--- config.mk ---
export PLATFORM = sky130hd
export DESIGN_NAME = dcache_tags
export DESIGN_NICKNAME = d
export VERILOG_FILES = /design/src/dcache_pkg.sv /design/src/dcache_tags.sv
export VERILOG_INCLUDE_DIRS = /design/src /design/src/src
export SDC_FILE = /design/constraint.sdc
export NUM_CORES = 1
export LEC_CHECK = 0
export ABC_AREA = 1
export CAP_MARGIN = 0
export CORE_MARGIN = 2
export CORE_UTILIZATION = 42
export CTS_BUF_LIST = sky130_fd_sc_hd__clkbuf_2
export CTS_CLUSTER_DIAMETER = 150
export DETAILED_ROUTE_END_ITERATION = 16
export DONT_BUFFER_PORTS = 1
export HOLD_SLACK_MARGIN = 0.02
export PLACE_DENSITY_LB_ADDON = 0.1
export SLEW_MARGIN = 30
export SYNTH_ARGS = -nofsm -noshare
export SYNTH_HDL_FRONTEND = slang
export SYNTH_SLANG_ARGS = --single-unit
--- constraint.sdc ---
create_clock -name clk -period 1.6 [get_ports clk]
set_input_delay 0.32 -clock clk [delete_from_list [all_inputs] [get_ports clk]]
set_output_delay 0.32 -clock clk [all_outputs]
set_load 0.02 [all_outputs]
--- src/dcache_params.svh ---
`ifndef DCACHE_PARAMS_SVH
`define DCACHE_PARAMS_SVH

// cache geometry, direct mapped
`define DC_SETS 8
`define DC_LINE_BYTES 64

// memory bus, a line moves as DC_BEATS beats of DC_BEAT_BITS
`define DC_BEAT_BITS 128
`define DC_BEATS 4

// core byte address width
`define DC_ADDR_BITS 14

`endif

--- src/dcache_pkg.sv ---
`default_nettype none

`include "dcache_params.svh"

package dcache_pkg;

    typedef logic [`DC_ADDR_BITS-1:0] addr_t;
    // byte address divided by the beat size in bytes
    typedef logic [`DC_ADDR_BITS-$clog2(`DC_BEAT_BITS/8)-1:0] beat_addr_t;
    typedef logic [31:0] word_t;
    typedef logic [`DC_BEAT_BITS-1:0] beat_t;
    typedef logic [`DC_ADDR_BITS-$clog2(`DC_SETS)-$clog2(`DC_LINE_BYTES)-1:0] tag_t;
    typedef logic [$clog2(`DC_SETS)-1:0] set_idx_t;
    typedef logic [$clog2(`DC_BEATS)-1:0] beat_cnt_t;
    typedef logic [3:0] byte_mask_t;
    typedef logic [1:0] size_t;

    // access size encoding
    localparam size_t SIZE_BYTE = 2'd0;
    localparam size_t SIZE_HALF = 2'd1;
    localparam size_t SIZE_WORD = 2'd2;

    // field view of a byte address, msb first
    typedef struct packed {
        tag_t tag;
        set_idx_t set;
        beat_cnt_t beat;
        logic [$clog2(`DC_BEAT_BITS/32)-1:0] word;
        logic [1:0] byte_off;
    } addr_split_t;

    typedef struct packed {
        addr_t addr;
        word_t wdata;
        size_t size;
        logic is_unsigned;
        logic is_store;
    } core_req_t;

    typedef struct packed {
        beat_addr_t beat_addr;
        beat_t wdata;
        logic is_write;
    } mem_req_t;

    // one word access into the line array, from a hit or a finished miss
    typedef struct packed {
        logic active;
        logic is_store;
        logic is_unsigned;
        addr_t addr;
        word_t wdata;
        size_t size;
    } word_acc_t;

    typedef enum logic [1:0] {
        META_NONE,
        META_FILL,
        META_DIRTY
    } meta_kind_t;

    typedef struct packed {
        meta_kind_t kind;
        set_idx_t set;
        tag_t tag;
    } meta_upd_t;

    typedef enum logic [1:0] {
        CTRL_READY,
        CTRL_EVICT,
        CTRL_REFILL,
        CTRL_FINISH
    } ctrl_state_t;

endpackage

`default_nettype wire

--- src/dcache_tags.sv ---
`timescale 1ns/1ps
`default_nettype none

`include "dcache_params.svh"

module dcache_tags (
    input  logic                  clk,
    input  logic                  rst,
    input  logic                  req_fire,
    input  dcache_pkg::core_req_t req,
    input  dcache_pkg::meta_upd_t meta_upd,
    output dcache_pkg::core_req_t req_q,
    output logic                  req_q_valid,
    output logic                  hit,
    output logic                  victim_dirty,
    output dcache_pkg::tag_t      victim_tag
);
    import dcache_pkg::*;

    logic valid [`DC_SETS];
    logic dirty [`DC_SETS];
    tag_t tags [`DC_SETS];

    addr_split_t q_addr;

    assign q_addr = req_q.addr;

    // lookup stage, one cycle after acceptance
    assign hit = req_q_valid && valid[q_addr.set] && (tags[q_addr.set] == q_addr.tag);
    assign victim_dirty = valid[q_addr.set] && dirty[q_addr.set];
    assign victim_tag = tags[q_addr.set];

    always_ff @(posedge clk) begin
        if (req_fire) begin
            req_q <= req;
        end
    end

    always_ff @(posedge clk) begin
        if (rst) begin
            req_q_valid <= 1'b0;
            for (int s = 0; s < `DC_SETS; s++) begin
                valid[s] <= 1'b0;
                dirty[s] <= 1'b0;
            end
        end else begin
            req_q_valid <= req_fire;
            case (meta_upd.kind)
                META_FILL: begin
                    // refilled line comes in clean
                    valid[meta_upd.set] <= 1'b1;
                    dirty[meta_upd.set] <= 1'b0;
                    tags[meta_upd.set] <= meta_upd.tag;
                end
                META_DIRTY: begin
                    dirty[meta_upd.set] <= 1'b1;
                end
                default: begin
                end
            endcase
        end
    end

    // the core only sends naturally aligned accesses
    a_req_aligned: assert property (@(posedge clk) disable iff (rst)
        req_fire |-> ((req.size == SIZE_BYTE) ||
                      ((req.size == SIZE_HALF) && !req.addr[0]) ||
                      ((req.size == SIZE_WORD) && (req.addr[1:0] == 2'b00))))
        else $error("unaligned core request at %h", req.addr);

endmodule

`default_nettype wire

# Word level (Yosys, flattened, before mapping)

Memory sizes are Yosys's and may differ from the RTL's. A register that Yosys moved wholly into a read port is not among the register bits.
Index checks and enable logic that the tools add are counted.

Equal/unequal tests: 3
Multiplexer cells: 18
Bitwise logic cells: 1
Reduce and logical (&&, ||, !) cells: 5

Operators with widths:

| operator                                                        | number |
|---|---|
| 3-bit two-way mux                                               | 5 |
| 1-bit two-way mux                                               | 13 |
| 5-bit == test                                                   | 1 |
| 1-bit logical AND                                               | 3 |
| 2-bit by 1-bit == test with 1-bit output, second input constant | 1 |
| 2-bit == test, second input constant                            | 1 |
| 1-bit OR reduction                                              | 2 |
| 1-bit bitwise OR                                                | 1 |

Flip-flop bits (word level): 51
Memory bits (writable): 56
Output and inout port bits: 58
Logic and storage cells: 36
Memories: 3

Memory list:

| memory | depth | width | rd ports | clocked after memory_dff | write ports | line              | text |
|---|---|---|---|---|---|---|---|
| tags   | 8     | 5     | 1        | 1                        | 1           | dcache_tags.sv:22 | `` tag_t tags [`DC_SETS]; `` |
| dirty  | 8     | 1     | 1        | 1                        | 8           | dcache_tags.sv:21 | `` logic dirty [`DC_SETS]; `` |
| valid  | 8     | 1     | 1        | 1                        | 8           | dcache_tags.sv:20 | `` logic valid [`DC_SETS]; `` |

# Longest topological paths before layout

Depth in word-level cells: 7
Mapped depth: 11

# Worst setup path before layout

OpenSTA, ideal clock, no wires.

Kind: reg-to-output
Start point: reg (tool-made name)
End point: out hit
Arrival time: 1,417 ps
Slack: -137 ps
Cell stages (with the launch flop): 12
Cells stage by stage: dfxtp_1 -> buf_6 -> inv_2 -> buf_4 -> nand2_1 -> nand2_1 -> nand2_1 -> nand2_1 -> nor2_1 -> nor2_1 -> nand2_1 -> nor2_1

RTL lines:

| element          | line              | text |
|---|---|---|
| end: declaration | dcache_tags.sv:14 | `output logic hit,` |

==> flow_summary_export.csv <==
group,metric,value,unit
outcome,status,"finished with violations",
outcome,violations,"negative setup slack",
route,drt_wl_total,9970,um
route,first_iter_violations,157,
clocking,cts_tree,"yes",
critical_path,critPathMaxStageDelay,500,ps
critical_path,crit_arrival,2070,ps
place,post-place-cells,518,
clocking,clk_pin_slew,340,ps
critical_path,r2r-start,"q_addr[7]",
critical_path,cp-end-kind,"primary output",
synth,ys_seq_area_share,73.5,%
clocking,cts_buffer_depth,2,
worst_hold_path,holdCritPathClass,"in2reg",
sta,fmax,0.419,GHz
layout,area_growth,33.9,%
place,hpwl,6120,um
synth,async_flop_share,0,%
layout,drive_gt1_share,22.1,%
critical_path,cp_cell_sequence,"inv_8 -> clkbuf_16 -> nand2_1 -> nand3_2 -> nand3_2 -> nand2_1 -> nand2_1 -> nand2_1 -> nor2_1 -> nand2_1 -> nor2_4",
layout,num-nets-final,529,
critical_path,slowest_stage,"dfxtp_4",
synth,synth_cell_types,23,
clocking,clock_sinks,110,
critical_path,critPathTopFamily,"simple AND/OR/NAND/NOR gates",
synth,yosysMostFrequentCell,"edfxtp_1",
synth,ys_top_cells_by_count,"edfxtp_1, nand2_1, inv_1",
critical_path,worstSetupPathType,"reg2out",
grt,antenna_found_initial,0,
grt,grt_pass1_wl,15500,um
critical_path,path_common_cell,"nand2_1",
die,start_util,42.5,%
sta,tightest_slew,401,ps
synth,syn_inst,360,
synth,dominantRegCellSynth,"edfxtp_1",
place,numPortBuffers,0,
die,die_x,106,um
clocking,root_buffer,"clkbuf_2",
critical_path,critPathBufInv,2,
route,via_per_inst,4.85,
die,die_y,106,um
route,wl_per_cell,16.4,um
sta,clock_skew,39.5,ps
synth,yosys_warnings,0,
synth,synthesis.area,0.00433,sq mm
synth,ys_ff_latch,110,
critical_path,cp-start-kind,"register",
sta,finalMaxSlewViolations,0,
grt,grt_use_total,18.4,%
clocking,h-tree-depth,3,
layout,instances_no_fill,607,
power,finalPower,5.59,mW
power,power_leakage,2.27,nW
critical_path,cp_max_fo,10,
critical_path,reg2regPathDepth,2,
die,io_pins,121,
clocking,clock_latency,600,ps
synth,ys_top_cells_by_area,"edfxtp_1, nand2_1, dfxtp_1, inv_1, nand3_1",
route,ant_nets,0,
die,fp-row-count,37,
critical_path,rrSetupSlack,760,ps
grt,grt_remaining_overflow,0,
sta,setup-violations-final,9,
synth,yosysTopAreaCell,"edfxtp_1",
route,dr.pass1.iters,4,
sta,slew_headroom,73.3,%
critical_path,cp.depth,11,
sta,period_needed,2390,ps
sta,rsz0062_at_grt,"yes",
grt,grt_max_degree,55,
job,drv_cap,0,
place,gp_congestion,0.803,
grt,grt_pass1_vias,3020,
clocking,numCtsBuffers,9,
route,num_vias,2946,
power,p_per_area,965,mW/mm^2
die,core_area,0.0102,sq mm
critical_path,cp.required,1280,ps
synth,syn_avg_cell_area,12.0,sq um
power,ir_drop,0.000632,V
route,drc,0,
sta,final.period_utilization,149,%
sta,hold_viol,0,
die,die-area,0.0111,sq mm
synth,syn_nets,423,
sta,worst_slack,-789,ps
layout,antenna_cells,0,
synth,yosys.area.top_type_share,68.0,%
critical_path,critPathCapture,"hit",
synth,synth_edf_count,98,
report_power, final:
| group | switching [mW] | internal, mW | total (mW) | leakage [nW] |
|---|---|---|---|---|
| combinational | 0.426 | 0.391 | 0.817 | 1.17 |
| clock | 1.02 | 0.278 | 1.30 | 0.0776 |
| sequential | 0.192 | 3.29 | 3.48 | 1.03 |
what timing repair did:
action | in CTS | in global routing
cloned | 0 | 3
pin swaps | 1 | 10
gates resized for setup | 25 | 48
endpoints found under the setup margin | 11 | 33
buffers inserted | 1 | 4
hold buffers | 65 | 0
hold endpoints to repair | 159 | 0
tightest hold or removal path: stages:
cell	delay, ps
nand3_2	60
buf_4	150
nor2_1	50
cell type report:
cell class / count / area [sq um]
clock inverters: 7 / 83.8
multi-input cells: 183 / 946
clock buffers: 9 / 45.0
flip-flops and latches: 110 / 3190
well taps: 136 / 170
repair buffers: 106 / 1130
fillers: 882 / 4390
inverters: 56 / 235
registers in the layout (all words and copies together), names as in the netlist, named ones only:
| register | cells |
|---|---|
| q_addr | 14 |
| dirty | 8 |
| valid | 8 |
| req_q_valid | 1 |
| tags | 40 |
| req_q | 36 |
cells by family (layout without fill, tap and decap cells):
logic type,after synthesis,after routing,synth area share (%)
AOI/OAI and AO/OA,31,31,4.13
buffers and inverters,67,178,7.60
DFF,110,110,73.5
and+or+nand+nor,152,152,14.8
layout by cell type (no fill, tap or decap), types with 3 or more instances in the layout:
cell            n
buf_12          4
buf_4          22
buf_6          12
clkbuf_16       3
clkbuf_2        9
dfxtp_1         9
dlygate4sd3_1  63
edfxtp_1       98
inv_1          48
inv_4           3
inv_8           4
nand2_1        63
nand2_2         7
nand3_1        14
nand3_2        16
nor2_1         34
nor2_2          5
nor3_1          9
o21ai_0        10
o21ai_1         5
o21ai_2         5
o22ai_1        10
per-stage QoR:
step                      area, sq um  hold WS, ps  setup slack [ps]  TNS, ps  util (%)
final                            5800         79.5              -789    -4220      56.9
after detailed placement         4680          398              -209     -481      45.9
after global placement           4680          396              -201     -391      45.9
after CTS                        5540         47.9              -798    -4390      54.4
after floorplan                  4340          419              24.2        0         -
after global routing             5800         22.2              -978    -6050      56.9
metal layers:
| layer | part of all wire, % | GRT usage (%) | up-vias |
|---|---|---|---|
| met5 | 0 | 0 | - |
| met1 | 42 | 23.0 | 1395 |
| li1 | - | - | 1422 |
| met2 | 49 | 30.3 | 119 |
| met4 | 1.1 | 4.61 | 0 |
| met3 | 7.9 | 7.11 | 10 |
worst min path at each step:
stage / startpoint / to / slack (ps) / depth (start not counted)
final: meta_upd[9] / dirty[4] / 80 / 3
after global routing: meta_upd[9] / dirty[6] / 20 / 3
after CTS: meta_upd[9] / dirty[4] / 50 / 3
after detailed placement: rst / req_q_valid / 400 / 1
after global placement: rst / req_q_valid / 400 / 1
after floorplan: req[36] / q_addr[0] / 420 / 0
Power figures use the tool's default switching activity.
