## config.mk

```make
export PLATFORM = sky130hd
export DESIGN_NAME = dcache_load_align
export DESIGN_NICKNAME = d
export VERILOG_FILES = /design/src/dcache_pkg.sv /design/src/dcache_load_align.sv
export VERILOG_INCLUDE_DIRS = /design/src /design/src/src
export SDC_FILE = /design/constraint.sdc
export NUM_CORES = 1
export LEC_CHECK = 0
export BUFFER_PORTS_ARGS = -buffer_cell sky130_fd_sc_hd__buf_2
export CAP_MARGIN = 20
export CORE_UTILIZATION = 32
export DETAILED_ROUTE_END_ITERATION = 16
export GPL_TIMING_DRIVEN = 0
export PLACE_DENSITY = 0.91
export SETUP_SLACK_MARGIN = 0.05
export SYNTH_ARGS = -nofsm -noshare
export SYNTH_HDL_FRONTEND = slang
export SYNTH_SLANG_ARGS = --single-unit
```

## constraint.sdc

```tcl
create_clock -name vclk -period 4.85
set_clock_uncertainty 0.2 [all_clocks]
set_input_delay 0.97 -clock vclk [all_inputs]
set_output_delay 0.97 -clock vclk [all_outputs]
set_load 0.01 [all_outputs]
```

## src/dcache_params.svh

```systemverilog
`ifndef DCACHE_PARAMS_SVH
`define DCACHE_PARAMS_SVH

// cache geometry, direct mapped
`define DC_SETS 8
`define DC_LINE_BYTES 64

// memory bus, a line moves as DC_BEATS beats of DC_BEAT_BITS
`define DC_BEAT_BITS 128
`define DC_BEATS 4

// core byte address width
`define DC_ADDR_BITS 14

`endif

```

## src/dcache_pkg.sv

```systemverilog
`default_nettype none

`include "dcache_params.svh"

package dcache_pkg;

    typedef logic [`DC_ADDR_BITS-1:0] addr_t;
    // byte address divided by the beat size in bytes
    typedef logic [`DC_ADDR_BITS-$clog2(`DC_BEAT_BITS/8)-1:0] beat_addr_t;
    typedef logic [31:0] word_t;
    typedef logic [`DC_BEAT_BITS-1:0] beat_t;
    typedef logic [`DC_ADDR_BITS-$clog2(`DC_SETS)-$clog2(`DC_LINE_BYTES)-1:0] tag_t;
    typedef logic [$clog2(`DC_SETS)-1:0] set_idx_t;
    typedef logic [$clog2(`DC_BEATS)-1:0] beat_cnt_t;
    typedef logic [3:0] byte_mask_t;
    typedef logic [1:0] size_t;

    // access size encoding
    localparam size_t SIZE_BYTE = 2'd0;
    localparam size_t SIZE_HALF = 2'd1;
    localparam size_t SIZE_WORD = 2'd2;

    // field view of a byte address, msb first
    typedef struct packed {
        tag_t tag;
        set_idx_t set;
        beat_cnt_t beat;
        logic [$clog2(`DC_BEAT_BITS/32)-1:0] word;
        logic [1:0] byte_off;
    } addr_split_t;

    typedef struct packed {
        addr_t addr;
        word_t wdata;
        size_t size;
        logic is_unsigned;
        logic is_store;
    } core_req_t;

    typedef struct packed {
        beat_addr_t beat_addr;
        beat_t wdata;
        logic is_write;
    } mem_req_t;

    // one word access into the line array, from a hit or a finished miss
    typedef struct packed {
        logic active;
        logic is_store;
        logic is_unsigned;
        addr_t addr;
        word_t wdata;
        size_t size;
    } word_acc_t;

    typedef enum logic [1:0] {
        META_NONE,
        META_FILL,
        META_DIRTY
    } meta_kind_t;

    typedef struct packed {
        meta_kind_t kind;
        set_idx_t set;
        tag_t tag;
    } meta_upd_t;

    typedef enum logic [1:0] {
        CTRL_READY,
        CTRL_EVICT,
        CTRL_REFILL,
        CTRL_FINISH
    } ctrl_state_t;

endpackage

`default_nettype wire

```

## src/dcache_load_align.sv

```systemverilog
`timescale 1ns/1ps
`default_nettype none

module dcache_load_align (
    input  dcache_pkg::word_acc_t acc,
    input  dcache_pkg::word_t     rd_word,
    output dcache_pkg::word_t     rsp_data
);
    import dcache_pkg::*;

    addr_split_t a;
    logic [7:0] byte_sel;
    logic [15:0] half_sel;
    logic sext;

    assign a = acc.addr;
    assign byte_sel = rd_word[8*a.byte_off +: 8];
    // halves sit on even bytes only
    assign half_sel = rd_word[16*a.byte_off[1] +: 16];
    assign sext = !acc.is_unsigned;

    always_comb begin
        case (acc.size)
            SIZE_BYTE: rsp_data = {{24{sext & byte_sel[7]}}, byte_sel};
            SIZE_HALF: rsp_data = {{16{sext & half_sel[15]}}, half_sel};
            default: rsp_data = rd_word;
        endcase
    end

endmodule

`default_nettype wire

```

## Word-level counts from Yosys, hierarchy flattened

Cells that the tools add are included.

- Bitwise operators: 2
- Shifts and indexed selects: 2
- Div/mod/pow operators: 0
- Equal/unequal tests: 1
- Reductions and logical operators: 2
- $add $sub $neg: 0
- $lt $le $gt $ge: 0
- $mul: 0
- Mux-type cells: 1

Operators with widths:

| kind | number |
|---|---|
| case mux 32 bit (2 select lines) | 1 |
| variable part select 32 x 6 -> 16 bit | 1 |
| variable part select 32 x 6 -> 8 bit | 1 |
| bitwise AND 1 bit | 2 |
| equality test 2 x 1 -> 1 bit, second input constant | 1 |
| zero test 2 bit | 1 |
| zero test 1 bit | 1 |

- Memories kept: 0
- Register bits: 0
- Input bits: 83
- Memory bits (writable): 0
- Output and inout bits: 32
- Bits in read-only memories: 0
- Bits in latches: 0

## Longest topological paths before layout

Gate-level depths: netlist (run 1).

- Word-level depth: 3
- Gate-level depth with buffers: 7
- Depth with buffers taken out: 4

## Worst setup path before layout (run 1)

No wires, ideal clock.

- Path kind: input to output
- Start point: input acc[1] (netlist name)
- End point: output rsp_data[16]
- Setup slack: 1676 ps
- Stages: 7
- Arrival time: 2004 ps
- Cells stage by stage: buf_2 > nor3_1 > a22oi_2 > and2_1 > buf_6 > buf_6 > a21oi_2

- Word-level cells in the longest chain between the ends: 2

RTL lines:

| item | RTL line | RTL |
|---|---|---|
| start, declared | dcache_load_align.sv:5 | `input dcache_pkg::word_acc_t acc,` |
| equality test 2 x 1 -> 1 bit or zero test 2 bit (tied branches) | dcache_load_align.sv:23 | `case (acc.size)` |
| case mux 32 bit (2 select lines) * | dcache_load_align.sv:23 |  |
| end, declared | dcache_load_align.sv:7 | `output dcache_pkg::word_t rsp_data` |

Mark *: on every way between the ends. The rest lies on a longest branch, timed or not.

## Worst setup path after layout (run 1)

- Start point: input acc[34] (netlist name)
- End point: output rsp_data[10]

- Word-level cells in the longest chain between the ends: 3

RTL lines:

| item | RTL line | RTL |
|---|---|---|
| variable part select 32 x 6 -> 8 bit | dcache_load_align.sv:17 | `assign byte_sel = rd_word[8*a.byte_off +: 8];` |
| bitwise AND 1 bit | dcache_load_align.sv:24 | `SIZE_BYTE: rsp_data = {{24{sext & byte_sel[7]}}, byte_sel};` |
| case mux 32 bit (2 select lines) | dcache_load_align.sv:23 |  |

No other way between the ends.

==> results of run 1 <==
[worst paths after layout]
path | startpoint | to | cells past startpoint
setup / recovery | acc[34] | rsp_data[10] | 5
hold / removal | rd_word[1] | rsp_data[1] | 4
[worst min-delay path, stage by stage]
cell and delay (ns):
buf_2 0.07, nand2_1 0.03, o21ai_0 0.05, buf_2 0.13
[synth_stat cells, types with 2 or more instances]
master / count / area share [%]
nor2b_1: 10 / 8.8
a21oi_1: 22 / 15
buf_6: 2 / 3.2
nand2_1: 25 / 13
a21oi_2: 10 / 12
mux2_2: 10 / 16
o21ai_0: 7 / 4.9
buf_2: 6 / 4.2
clkbuf_1: 4 / 2.1
a22oi_1: 8 / 8.4
[final cells by class]
| cell class | count | area share, % |
|---|---|---|
| Buffer | 13 | 6.552 |
| Inverter | 1 | 0.3448 |
| Multi-Input combinational cell | 103 | 58.74 |
| Tap cell | 27 | 3.103 |
| Timing Repair Buffer | 68 | 31.26 |
[logic make-up after synthesis]
family | count (synthesis) | share of synthesized area [%]
muxes | 11 | 17.16
AOI/OAI and AO/OA | 51 | 45.54
and+or+nand+nor | 41 | 26.80
buffers and inverters | 14 | 10.51
[through the flow]
| step | std cells | utilization [%] | hold slack, ns |
|---|---|---|---|
| floorplan | 117 | - | 1.868 |
| global placement | 212 | 53.84 | 2.025 |
| detailed placement | 212 | 53.84 | 2.028 |
| CTS | 212 | 53.84 | 2.029 |
| global route | 212 | 53.84 | 2.057 |
| finish | 212 | 53.84 | 2.026 |
[power by group]
group | internal (W) | switching (W)
Combinational | 0.0000567 | 0.0000674
Sequential | 0 | 0
Clock | 0 | 0
[per-layer routing]
layer / global-route usage, % / share of wire (%)
met1: 29.12 / 47
met2: 36.76 / 45
met3: 1.869 / 7.6
met4: 0 / 0
met5: 0 / 0
==> metrics.txt, run 1 <==
FILL cells between 200 and 250; CTS Hold Bufs 0; clock buffers 0; status finished, final reports clean; GRT Overall Usage about a fifth; slowest library cell on the worst path a31oi_1; crit path time final around 3.6 ns; Hold Crit Class in2out; worst-margin pin slew about 0.73 ns; Slew Limit Fails 0; Hold Vio Cnt, Final 0; final net count 270; most frequent cells in the layout buf_2 (74), nand2_1 (25), a21oi_1 (22); Critical Path AT ~2.4 ns; # port buffers 68; Max VDD drop about 0.053 mV; Startpoint Class primary input; most common cell after layout, fill and taps aside buf_2; initial antenna violation count 0; Initial DRC Count 21; die height between 40 and 50 um; core area around 2000 um^2; number of global-route vias before repair roughly 970; area of the multi-input gates approximately 640 um^2; Final WS setup between 1 and 1.5 ns; share of cells above drive strength 1 a little over half; Wirelength per Cell approximately 12 um; Synth Net Count 200; P_leak 0.5496 nW; Final Instance Area 1089 um^2; Fin Setup TNS 0 ns; ANT nets after route 0; Mapped Area slightly above 700 um^2; Std-Cell Rows 16; f_max ~0.28 GHz; Worst Setup End Kind output port; Worst Path Max Fanout 8; GR Overflow Total 0; Post CTS Setup Buffer Count 0; Critical Path RT 3.68 ns; fin crit share between 70% and 80%; placed cell area between 1000 and 1500 um^2; Critical Path Max Stage Delay between 0.6 and 0.7 ns; pre-CTS setup slack about 1.3 ns; antenna cells 0; seq_cells 0; DIE AREA between 2000 and 2500 um^2; width of the die ~49 um; drc violations 0; synth unique cells 23; GPL Wtd Cong 0.7894; Relative slew margins roughly half; Post-Synthesis Cells 117; Pwr per Cell Area about 110 nW/um^2; dpl hpwl between 2000 and 2500 um; worst path cell trace buf_2 > mux2_2 > a31oi_1 > a21oi_1 > buf_2; vias per cell between 5 and 6; Post-CTS Resized 0; critical path's top delay family compound AO/OA/AOI/OAI gates; warnings from Yosys 0; final wirelength 2567 um; IO Count roughly 120; first-pass detailed-route iteration total 4; register area share after synthesis 0%; FF+latch area 0 um^2; CP dominant cell by count buf_2; CP Class in2out; max_cap viols 0; overall power roughly 0.00012 W; largest net degree at the start of global routing 11; detailed-route via count about 1,100; Initial Utilization about 35%; first-pass GRT wire length around 4300 um; unrepaired setup endpoints after global routing no; final setup fails 0; syn_area_per_cell 6.106 um^2; WP buf/inv 2; area delta synth->final 52.36%
Power figures use the tool's default switching activity.
==> run 2: changes to the inputs <==
--- a/config.mk
+++ b/config.mk
@@ -8,10 +8,10 @@
 export LEC_CHECK = 0
 export BUFFER_PORTS_ARGS = -buffer_cell sky130_fd_sc_hd__buf_2
 export CAP_MARGIN = 20
-export CORE_UTILIZATION = 32
+export CORE_UTILIZATION = 30
 export DETAILED_ROUTE_END_ITERATION = 16
 export GPL_TIMING_DRIVEN = 0
-export PLACE_DENSITY = 0.91
+export PLACE_DENSITY = 0.86
 export SETUP_SLACK_MARGIN = 0.05
 export SYNTH_ARGS = -nofsm -noshare
 export SYNTH_HDL_FRONTEND = slang
==> constraint.sdc (replaced) <==
create_clock -name vclk -period 3.6
set_clock_uncertainty 0.2 [all_clocks]
set_input_delay 0.72 -clock vclk [all_inputs]
set_output_delay 0.72 -clock vclk [all_outputs]
set_load 0.01 [all_outputs]
==> run 2 against run 1 <==
Against the previous run: non-clock buffer count did not move; hold slack got worse by 0.51 ns; die area rose by 6.4%; clock-buffer cell count did not move; critical endpoint is now rsp_data[15]; largest cell class unchanged.
==> metrics.txt, run 2 (synthesis gave the netlist of run 1 again) <==
P_leak approximately 0.55 nW; Worst setup endpoint rsp_data[15]; Fin Setup TNS 0 ns; dpl hpwl 2089 um; Slew Limit Fails 0; sequential power share 0%; CP Class in2out; stages on the worst setup path 5; GPL Wtd Cong around 0.75; crit path time final 2.981 ns; Startpoint Class primary input; clock buffers 0; final setup fails 0; Std-Cell Rows 17; P_sw 0.00009100 W; status finished, final reports clean; number of global-route vias before repair between 800 and 900; GRT Overall Usage a little under a fifth; Max VDD drop a little over 0.06 mV; core area roughly 2200 um^2; Hold Vio Cnt, Final 0; initial antenna violation count 0; Critical Path AT around 2.1 ns; Pint ~0.000076 W; FILL cells 252; worst-margin pin slew slightly below 0.7 ns; # port buffers 68; Hold Crit Class in2out; slowest library cell on the worst path a31oi_1; Sw Share between 50% and 60%; Combinational Power Share 100.0%; most common cell after layout, fill and taps aside buf_2; CTS Hold Bufs 0; Initial Utilization a little under a third; DIE AREA about 2600 um^2; ANT nets after route 0; Wirelength per Cell approximately 12 um; IO Count about 120; most frequent cells in the layout buf_2 (74), nand2_1 (25), a21oi_1 (22); GR Overflow Total 0; Finished Core Util between 40% and 50%; Hold Startpoint rd_word[6]; max_cap viols 0; Worst Path Max Fanout 8; FF+latch area 0 um^2; Post-CTS Resized 0; first-pass GRT wire length about 3800 um; die height approximately 50 um; crit path from acc[34]; drc violations 0; seq_cells 0; final net count 270; Critical Path RT between 2 and 3 ns; width of the die 50.80 um; detailed-route via count ~1,100; critical path's top delay family compound AO/OA/AOI/OAI gates; Initial DRC Count 15; final wirelength around 2500 um; Worst Setup End Kind output port; overall power roughly 0.00017 W; Critical Path Max Stage Delay about 0.57 ns; CP dominant cell by count buf_2; first-pass detailed-route iteration total 5; Relative slew margins a little over half; Post CTS Setup Buffer Count 0; largest net degree at the start of global routing 11; Clk network pwr share 0%; WP buf/inv 2; antenna cells 0; Pwr per Cell Area 153.6 nW/um^2; area delta synth->final 52.54%; worst path cell trace buf_2 > mux2_2 > a31oi_1 > a21oi_1 > buf_2; fin crit share about 83%; unrepaired setup endpoints after global routing no; f_max approximately 0.34 GHz; vias per cell slightly above 5; share of cells above drive strength 1 a little over half
==> run 2: cell counts in the layout (fill, tap and decap cells not counted) <==
Identical to the previous run, type by type.
==> run 2: power groups by stage <==
stage | Sequential (W) | Combinational (W) | Clock (W)
floorplan | 0 | 0.0000981 | 0
global placement | 0 | 0.000165 | 0
detailed placement | 0 | 0.000167 | 0
CTS | 0 | 0.000167 | 0
global route | 0 | 0.000183 | 0
finish | 0 | 0.000167 | 0
==> run 2: tightest hold or removal path, cell delays in order <==
cell and delay, ns:
buf_2 0.07, nand2_1 0.03, o21ai_0 0.05, buf_2 0.12
==> run 2: through the flow <==
stage,setup slack (ns),area [um^2],hold slack [ns],instances
2_1_floorplan,0.9258,714.4,1.368,117
3_3_place_gp,0.5879,1090,1.522,213
3_5_place_dp,0.6028,1090,1.521,213
4_1_cts,0.6028,1090,1.522,213
5_1_grt,0.5327,1090,1.545,213
6_report,0.6188,1090,1.518,213
==> run 2: area by class of cell <==
cell class / instances / area [um^2] / share of cell area, %
buffer: 13 / 71.32 / 6.544
inverter: 1 / 3.754 / 0.3444
multi-input combinational: 103 / 639.4 / 58.67
tap: 28 / 35.03 / 3.215
timing repair buffer: 68 / 340.3 / 31.23
==> run 2: worst min-delay path by stage <==
stage	cells after the start	end	slack (ns)
floorplan	2	rsp_data[16]	1.37
global placement	4	rsp_data[6]	1.52
detailed placement	4	rsp_data[6]	1.52
CTS	4	rsp_data[6]	1.52
global route	4	rsp_data[5]	1.54
finish	4	rsp_data[6]	1.52
==> run 2: routing by layer <==
metal	wire, um	GRT usage [%]
met1	1183	25.00
met2	1150	31.78
met3	195	2.727
met4	0	0
met5	0	0
