## src/dcache_params.svh

```systemverilog
`ifndef DCACHE_PARAMS_SVH
`define DCACHE_PARAMS_SVH

// cache geometry, direct mapped
`define DC_SETS 8
`define DC_LINE_BYTES 64

// memory bus, a line moves as DC_BEATS beats of DC_BEAT_BITS
`define DC_BEAT_BITS 128
`define DC_BEATS 4

// core byte address width
`define DC_ADDR_BITS 14

`endif

```

## src/dcache_pkg.sv

```systemverilog
`default_nettype none

`include "dcache_params.svh"

package dcache_pkg;

    typedef logic [`DC_ADDR_BITS-1:0] addr_t;
    // byte address divided by the beat size in bytes
    typedef logic [`DC_ADDR_BITS-$clog2(`DC_BEAT_BITS/8)-1:0] beat_addr_t;
    typedef logic [31:0] word_t;
    typedef logic [`DC_BEAT_BITS-1:0] beat_t;
    typedef logic [`DC_ADDR_BITS-$clog2(`DC_SETS)-$clog2(`DC_LINE_BYTES)-1:0] tag_t;
    typedef logic [$clog2(`DC_SETS)-1:0] set_idx_t;
    typedef logic [$clog2(`DC_BEATS)-1:0] beat_cnt_t;
    typedef logic [3:0] byte_mask_t;
    typedef logic [1:0] size_t;

    // access size encoding
    localparam size_t SIZE_BYTE = 2'd0;
    localparam size_t SIZE_HALF = 2'd1;
    localparam size_t SIZE_WORD = 2'd2;

    // field view of a byte address, msb first
    typedef struct packed {
        tag_t tag;
        set_idx_t set;
        beat_cnt_t beat;
        logic [$clog2(`DC_BEAT_BITS/32)-1:0] word;
        logic [1:0] byte_off;
    } addr_split_t;

    typedef struct packed {
        addr_t addr;
        word_t wdata;
        size_t size;
        logic is_unsigned;
        logic is_store;
    } core_req_t;

    typedef struct packed {
        beat_addr_t beat_addr;
        beat_t wdata;
        logic is_write;
    } mem_req_t;

    // one word access into the line array, from a hit or a finished miss
    typedef struct packed {
        logic active;
        logic is_store;
        logic is_unsigned;
        addr_t addr;
        word_t wdata;
        size_t size;
    } word_acc_t;

    typedef enum logic [1:0] {
        META_NONE,
        META_FILL,
        META_DIRTY
    } meta_kind_t;

    typedef struct packed {
        meta_kind_t kind;
        set_idx_t set;
        tag_t tag;
    } meta_upd_t;

    typedef enum logic [1:0] {
        CTRL_READY,
        CTRL_EVICT,
        CTRL_REFILL,
        CTRL_FINISH
    } ctrl_state_t;

endpackage

`default_nettype wire

```

## src/dcache_ctrl.sv

```systemverilog
`timescale 1ns/1ps
`default_nettype none

`include "dcache_params.svh"

module dcache_ctrl (
    input  logic                  clk,
    input  logic                  rst,
    input  dcache_pkg::core_req_t req_q,
    input  logic                  req_q_valid,
    input  logic                  hit,
    input  logic                  victim_dirty,
    input  dcache_pkg::tag_t      victim_tag,
    input  dcache_pkg::beat_t     victim_beat,
    input  logic                  mem_req_ready,
    input  logic                  mem_rsp_valid,
    output logic                  req_ready,
    output logic                  rsp_valid,
    output logic                  mem_req_valid,
    output logic                  fill_we,
    output dcache_pkg::mem_req_t  mem_req,
    output dcache_pkg::beat_cnt_t fill_beat,
    output dcache_pkg::set_idx_t  fill_set,
    output dcache_pkg::word_acc_t acc,
    output dcache_pkg::meta_upd_t meta_upd
);
    import dcache_pkg::*;

    localparam beat_cnt_t LAST_BEAT = beat_cnt_t'(`DC_BEATS - 1);

    ctrl_state_t state;
    ctrl_state_t state_nx;
    logic out_of_reset;
    core_req_t held;
    core_req_t src;
    addr_split_t held_a;
    addr_split_t src_a;
    beat_cnt_t req_cnt;
    beat_cnt_t rsp_cnt;
    logic rd_done;
    logic lookup_hit;
    logic miss;
    logic mem_fire;
    logic last_rsp;

    assign lookup_hit = (state == CTRL_READY) && req_q_valid && hit;
    assign miss = (state == CTRL_READY) && req_q_valid && !hit;
    assign mem_fire = mem_req_valid && mem_req_ready;
    assign last_rsp = fill_we && (rsp_cnt == LAST_BEAT);

    // new requests wait while a miss is found or handled
    assign req_ready = out_of_reset && (state == CTRL_READY) && !miss;

    always_comb begin
        state_nx = state;
        case (state)
            CTRL_READY: begin
                if (miss) begin
                    state_nx = victim_dirty ? CTRL_EVICT : CTRL_REFILL;
                end
            end
            CTRL_EVICT: begin
                if (mem_fire && (req_cnt == LAST_BEAT)) begin
                    state_nx = CTRL_REFILL;
                end
            end
            CTRL_REFILL: begin
                if (last_rsp) begin
                    state_nx = CTRL_FINISH;
                end
            end
            default: begin
                state_nx = CTRL_READY;
            end
        endcase
    end

    always_ff @(posedge clk) begin
        if (rst) begin
            state <= CTRL_READY;
            out_of_reset <= 1'b0;
            req_cnt <= '0;
            rsp_cnt <= '0;
            rd_done <= 1'b0;
        end else begin
            state <= state_nx;
            out_of_reset <= 1'b1;
            // one counter serves the write beats and then the read beats
            if (mem_fire) begin
                req_cnt <= req_cnt + 1'b1;
                if ((state == CTRL_REFILL) && (req_cnt == LAST_BEAT)) begin
                    rd_done <= 1'b1;
                end
            end
            if (fill_we) begin
                rsp_cnt <= rsp_cnt + 1'b1;
            end
            if (state == CTRL_FINISH) begin
                rd_done <= 1'b0;
            end
        end
    end

    always_ff @(posedge clk) begin
        if (miss) begin
            held <= req_q;
        end
    end

    assign held_a = held.addr;
    assign src = (state == CTRL_READY) ? req_q : held;
    assign src_a = src.addr;

    // victim beats go to the old tag, read beats to the missed one
    assign mem_req_valid = (state == CTRL_EVICT) || ((state == CTRL_REFILL) && !rd_done);
    assign mem_req.is_write = (state == CTRL_EVICT);
    assign mem_req.beat_addr = {mem_req.is_write ? victim_tag : held_a.tag,
                                held_a.set, req_cnt};
    assign mem_req.wdata = mem_req.is_write ? victim_beat : '0;

    assign fill_we = (state == CTRL_REFILL) && mem_rsp_valid;
    assign fill_beat = rsp_cnt;
    assign fill_set = held_a.set;

    always_comb begin
        acc.active = lookup_hit || (state == CTRL_FINISH);
        acc.is_store = src.is_store;
        acc.is_unsigned = src.is_unsigned;
        acc.addr = src.addr;
        acc.wdata = src.wdata;
        acc.size = src.size;
    end

    assign rsp_valid = acc.active && !acc.is_store;

    always_comb begin
        meta_upd.set = src_a.set;
        meta_upd.tag = src_a.tag;
        if (last_rsp) begin
            meta_upd.kind = META_FILL;
        end else if (acc.active && acc.is_store) begin
            meta_upd.kind = META_DIRTY;
        end else begin
            meta_upd.kind = META_NONE;
        end
    end

    a_rsp_in_refill: assert property (@(posedge clk) disable iff (rst)
        mem_rsp_valid |-> (state == CTRL_REFILL))
        else $error("memory response outside refill");

    a_mem_req_stable: assert property (@(posedge clk) disable iff (rst)
        (mem_req_valid && !mem_req_ready) |=> (mem_req_valid && $stable(mem_req)))
        else $error("memory request changed while stalled");

endmodule

`default_nettype wire

```

## config.mk

```make
export PLATFORM = sky130hd
export DESIGN_NAME = dcache_ctrl
export DESIGN_NICKNAME = d
export VERILOG_FILES = /design/src/dcache_pkg.sv /design/src/dcache_ctrl.sv
export VERILOG_INCLUDE_DIRS = /design/src /design/src/src
export SDC_FILE = /design/constraint.sdc
export NUM_CORES = 1
export LEC_CHECK = 0
export ABC_CLOCK_PERIOD_IN_PS = 3100
export BUFFER_PORTS_ARGS = -buffer_cell sky130_fd_sc_hd__buf_2
export CORE_AREA = 2 2 153 155
export CTS_CLUSTER_DIAMETER = 40
export DETAILED_ROUTE_END_ITERATION = 7
export DIE_AREA = 0 0 155 157
export HOLD_SLACK_MARGIN = 0.03
export PLACE_DENSITY = 0.51
export SLEW_MARGIN = 20
export SYNTH_ARGS = -nofsm -noshare
export SYNTH_HDL_FRONTEND = slang
export SYNTH_SLANG_ARGS = --single-unit
```

## constraint.sdc

```tcl
create_clock -name clk -period 3.1 [get_ports clk]
set_clock_uncertainty 0.1 [all_clocks]
set_input_delay 0.155 -clock clk [delete_from_list [all_inputs] [get_ports clk]]
set_output_delay 0.155 -clock clk [all_outputs]
set_load 0.05 [all_outputs]
```

### Yosys cells after proc, flatten, opt, wreduce, memory -nomap -nowiden

Cells that the tools add are included.

* add/subtract/negate cells: 2
* eq/ne operators: 8
* multiplexer cells: 11
* reductions and logical operators: 23

Operator list (count)
* $mux W128: 1
* $mux W50: 1
* $logic_and A1 B1 Y1: 13
* $mux W2: 6
* $eq A2 B2 Y1 const B: 4
* $pmux W2 S3: 1
* $mux W5: 1
* $add A2 B1 Y2 const B: 2
* $logic_not A1 Y1: 4
* $ne A2 B2 Y1 const B: 2
* $reduce_and A3 Y1: 1
* $eq A2 B1 Y1 const B: 1
* $logic_not A2 Y1: 1
* $logic_or A1 B1 Y1: 2
* $ne A2 B1 Y1 const B: 1
* $reduce_and A2 Y1: 1
* $reduce_or A2 Y1: 1
* $mux W1: 1

* bits in registers: 58
* output and inout bits: 209
* logic and storage cells: 54

### Logic depth before layout (Yosys ltp)

* depth in word-level cells: 7
* mapped depth: 7
* depth with buffers taken out: 6

### Worst setup path after synthesis

No wires, ideal clock.

* path type: register to register
* from: reg state[1]
* to: reg held[0] (netlist bit) (enable)
* setup time: 0.458 ns
* data arrival time: 2.896 ns
* data required time: 2.542 ns
* setup slack: -0.354 ns
* cell stages (with the launch flop): 6
* buffers on the path: 1
* clock period less this slack: 3.454 ns
* cell sequence: dfxtp_1 inv_1 ha_1 buf_4 inv_1 nor2_1

* longest elaborated chain between the ends: 3

RTL lines
* start: declaration: line dcache_ctrl.sv:31 `ctrl_state_t state;`
* start signal: assignment: line dcache_ctrl.sv:86 `state <= state_nx;`
* $logic_not A2 Y1: line dcache_ctrl.sv:47 `assign miss = (state == CTRL_READY) && req_q_valid && !hit;`
* $logic_and A1 B1 Y1 (2 in a row): line dcache_ctrl.sv:47
* via miss: line dcache_ctrl.sv:42 `logic miss;`
* end signal: assignment: line dcache_ctrl.sv:106 `held <= req_q;`
* end: declaration: line dcache_ctrl.sv:34 `core_req_t held;`

The timed path passes the listed nets, and every way through them passes these cells.
A chain may end at the register's enable or synchronous reset.

==> results.sh <==
export IMPL_antenna_cells=0
export IMPL_r2r_end="held[1]$_DFFE_PP_"
export IMPL_area_growth_pct=83.31
export IMPL_cp_slowest_stage_delay_ns=0.52
export IMPL_drc_errors=0
export IMPL_synth_cell_types=26
export IMPL_path_clk_slew_ns=0.06
export IMPL_avgSynthCellArea_sq_um=11.05
export IMPL_nets=951
export IMPL_fmax_mhz=367.1
export IMPL_hold_viol_final=0
export IMPL_regArea_sq_um=1662
export IMPL_num_rows=55
export IMPL_period_share_pct=87.86
export IMPL_cell_internal_pwr_mw=2.952
export IMPL_worst_pin_slew_ns=0.8767
export IMPL_rsz0062_at_grt="false"
export IMPL_routedWlPerCell_um=16.02
export IMPL_crit_path_end="acc[47]"
export IMPL_min_period_ns=2.724
export IMPL_swShare_pct=59.68
export IMPL_setup_tns_ns=0
export IMPL_timing_hold_ws_ns=0.07677
export IMPL_yosysSeqAreaShare_pct=45.98
export IMPL_clockBufferDepth=2
export IMPL_antenna_found_initial=4
export IMPL_die_h_um=157
export IMPL_clockRootBuffer="clkbuf_16"
export IMPL_crit_arrival_ns=2.47
export IMPL_criticalPathCategory="flop to primary output"
export IMPL_crit_fanout=40
export IMPL_num_vias=4029
export IMPL_port_buffers=398
export IMPL_end_kind="primary output"
export IMPL_vdd_drop_max_uv=478.3
export IMPL_ys_seq_elements=58
export IMPL_dr_pass1_iters=4
export IMPL_post_cts_buffers=0
export IMPL_yosysTopAreaCellShare_pct=41.55
export IMPL_clkPwrFrac_pct=13.5
export IMPL_multi_input_area_sq_um=1740
export IMPL_grt_overflow_total=0
export IMPL_instances_no_fill=1044
export IMPL_cp_slowest_cell="buf_4"
export IMPL_finalInstanceArea_sq_um=6624
export IMPL_reg2reg_depth=5
export IMPL_viasPerCell=3.859
export IMPL_dpl_cell_area_sq_um=5819
export IMPL_cts_tree="done"
export IMPL_initial_core_util_pct=16.06
export IMPL_final_common_cell="buf_2"
export IMPL_p_switching_mw=4.370
export IMPL_final_cell_mix="buf_2 (398), and2_1 (128), mux2_2 (55), dlygate4sd3_1 (51), edfxtp_1 (50)"
export IMPL_hp_class="primary input to flop"
export IMPL_syn_cell_area_sq_um=3613
export IMPL_drtIter0Drc=119
export IMPL_p_seq_share_pct=14.1
export IMPL_post_dp_hpwl_um=13610
export IMPL_synthTopCellsByArea="edfxtp_1 (42%), and2_1 (22%), mux2_2 (17%), dfxtp_1 (4.4%), buf_4 (3.3%)"
export IMPL_grt_start_max_net_pins=106
export IMPL_dp_cells=977
export IMPL_synth_nets=524
export IMPL_coreArea_sq_um=22500
export IMPL_crit_required_ns=2.84
export IMPL_power_density_nw_per_um2=1106
export IMPL_worst_path_buf_inv=3
export IMPL_fp_dieW_um=155
export IMPL_clock_latency_ns=0.33
export IMPL_synth_area_leader_cell="edfxtp_1"
export IMPL_num_fill_cells=2415
export IMPL_leakage_nw=3.475
export IMPL_grt_pass1_vias=3961
export IMPL_grt_total_usage_pct=12.65
export IMPL_routed_wl_um=16730
export IMPL_slew_headroom_pct=41.56
export IMPL_r2r_start="state[1]$_SDFFE_PP0P_"
export IMPL_cts_buffers_inserted=9
export IMPL_final_util_pct=29.44
export IMPL_rrSetupSlack_ns=0.84
export IMPL_startpoint_type="flop"
export IMPL_finalWeightedCongestion=0.7892
export IMPL_yosysWarningCount=0
export IMPL_htreeDepth=3
export IMPL_worstPathCellList="inv_1 -> ha_2 -> buf_4 -> mux2_2 -> buf_2"
export IMPL_cap_viol_max_count=0
export IMPL_comb_power_share_pct=72.4
export IMPL_synthCells=327
export IMPL_cp_depth=5
export IMPL_worstSetupStartpoint="state[1]$_SDFFE_PP0P_"
export IMPL_crit_family="buffers and inverters"
export IMPL_ant_nets=0
export IMPL_grt_pass1_wl_um=22740
export IMPL_setup_violations=0
export IMPL_numClockSinks=58
export IMPL_io_pins=399
export IMPL_status="completed"
export IMPL_die_area_sq_um=24340
export IMPL_drive_above_1_share_pct=63.11
export IMPL_slew_viol_final=0
cells in the mapped netlist:
cell type and number:
xor2_1 2, nor2b_1 1, edfxtp_1 50, mux2_2 55, and3_1 1, o211ai_1 1
buf_2 7, and3_2 1, a21oi_1 2, ha_1 7, clkbuf_1 14, and2_1 128
nand2_1 6, dfxtp_1 8, nand2b_4 1, nor2_1 7, or2_2 1, o21ai_1 1
a21o_2 1, a31oi_1 2, inv_1 7, nor3_1 3, o31ai_1 2, a222oi_1 2
buf_4 16, mux2i_1 1
routing by layer:
metal / vias to the layer above / wire length [um] / GRT usage, %
li1: 1936 / - / -
met1: 1818 / 5519 / 10.99
met2: 258 / 9598 / 27.75
met3: 17 / 1414 / 3.359
met4: 0 / 196 / 3.086
met5: - / 0 / 0
layout make-up:
cell class              count  share of cell area [%]
inverters                   7                  0.3967
flip-flops and latches     58                   25.08
repair buffers            453                   38.42
multi-input cells         225                   26.28
clock buffers               9                   3.400
well taps                 285                   5.383
clock inverters             7                   1.039
logic make-up after synthesis:
group           after synthesis  synth area share (%)
flops                        58                 45.98
mux                          56                 17.42
buf+inv                      44                 6.475
compound gates               11                 2.181
xor+xnor                      2                0.4849
fa+ha+maj                     7                 2.424
simple gates                149                 25.03
sequential cells by signal (all words and copies together), names as in the netlist:
register / count
out_of_reset: 1
state: 2
held: 36
fill_beat: 2
req_cnt: 2
held_a: 14
rd_done: 1
power by group through the flow:
stage | clock [mW] | combinational, mW | sequential, mW
floorplan | 0 | 4.19 | 1.06
global placement | 0 | 5.29 | 1.05
detailed placement | 0 | 5.30 | 1.05
CTS | 1.03 | 5.36 | 1.03
global route | 1.06 | 5.56 | 1.04
finish | 0.990 | 5.30 | 1.03
tightest hold or removal path, stage by stage:
cell and delay (ns):
buf_2 0.11, a31oi_1 0.08, nor3_1 0.11
worst min-delay path by stage:
stage / cells after the start / slack [ns] / to / start
finish: 3 / 0.08 / rd_done$_SDFFE_PP0P_ / mem_req_ready
global route: 3 / 0.07 / rd_done$_SDFFE_PP0P_ / mem_req_ready
CTS: 3 / 0.06 / rd_done$_SDFFE_PP0P_ / mem_req_ready
detailed placement: 1 / 0.24 / held[30]$_DFFE_PP_ / req_q[30]
global placement: 1 / 0.24 / held[0]$_DFFE_PP_ / req_q[0]
floorplan: 0 / 0.15 / held[0]$_DFFE_PP_ / req_q[0]
per-stage QoR:
step,power [mW],setup slack [ns]
2_1_floorplan,5.257,0.4697
3_3_place_gp,6.340,0.7338
3_5_place_dp,6.345,0.6955
4_1_cts,7.424,0.3318
5_1_grt,7.665,0.1875
6_report,7.323,0.3763
what timing repair did:
action	CTS	global route
resized for setup	0	0
hold buffers	51	0
hold endpoints to repair	54	0
No activity file was read; power rests on OpenSTA's default activity.
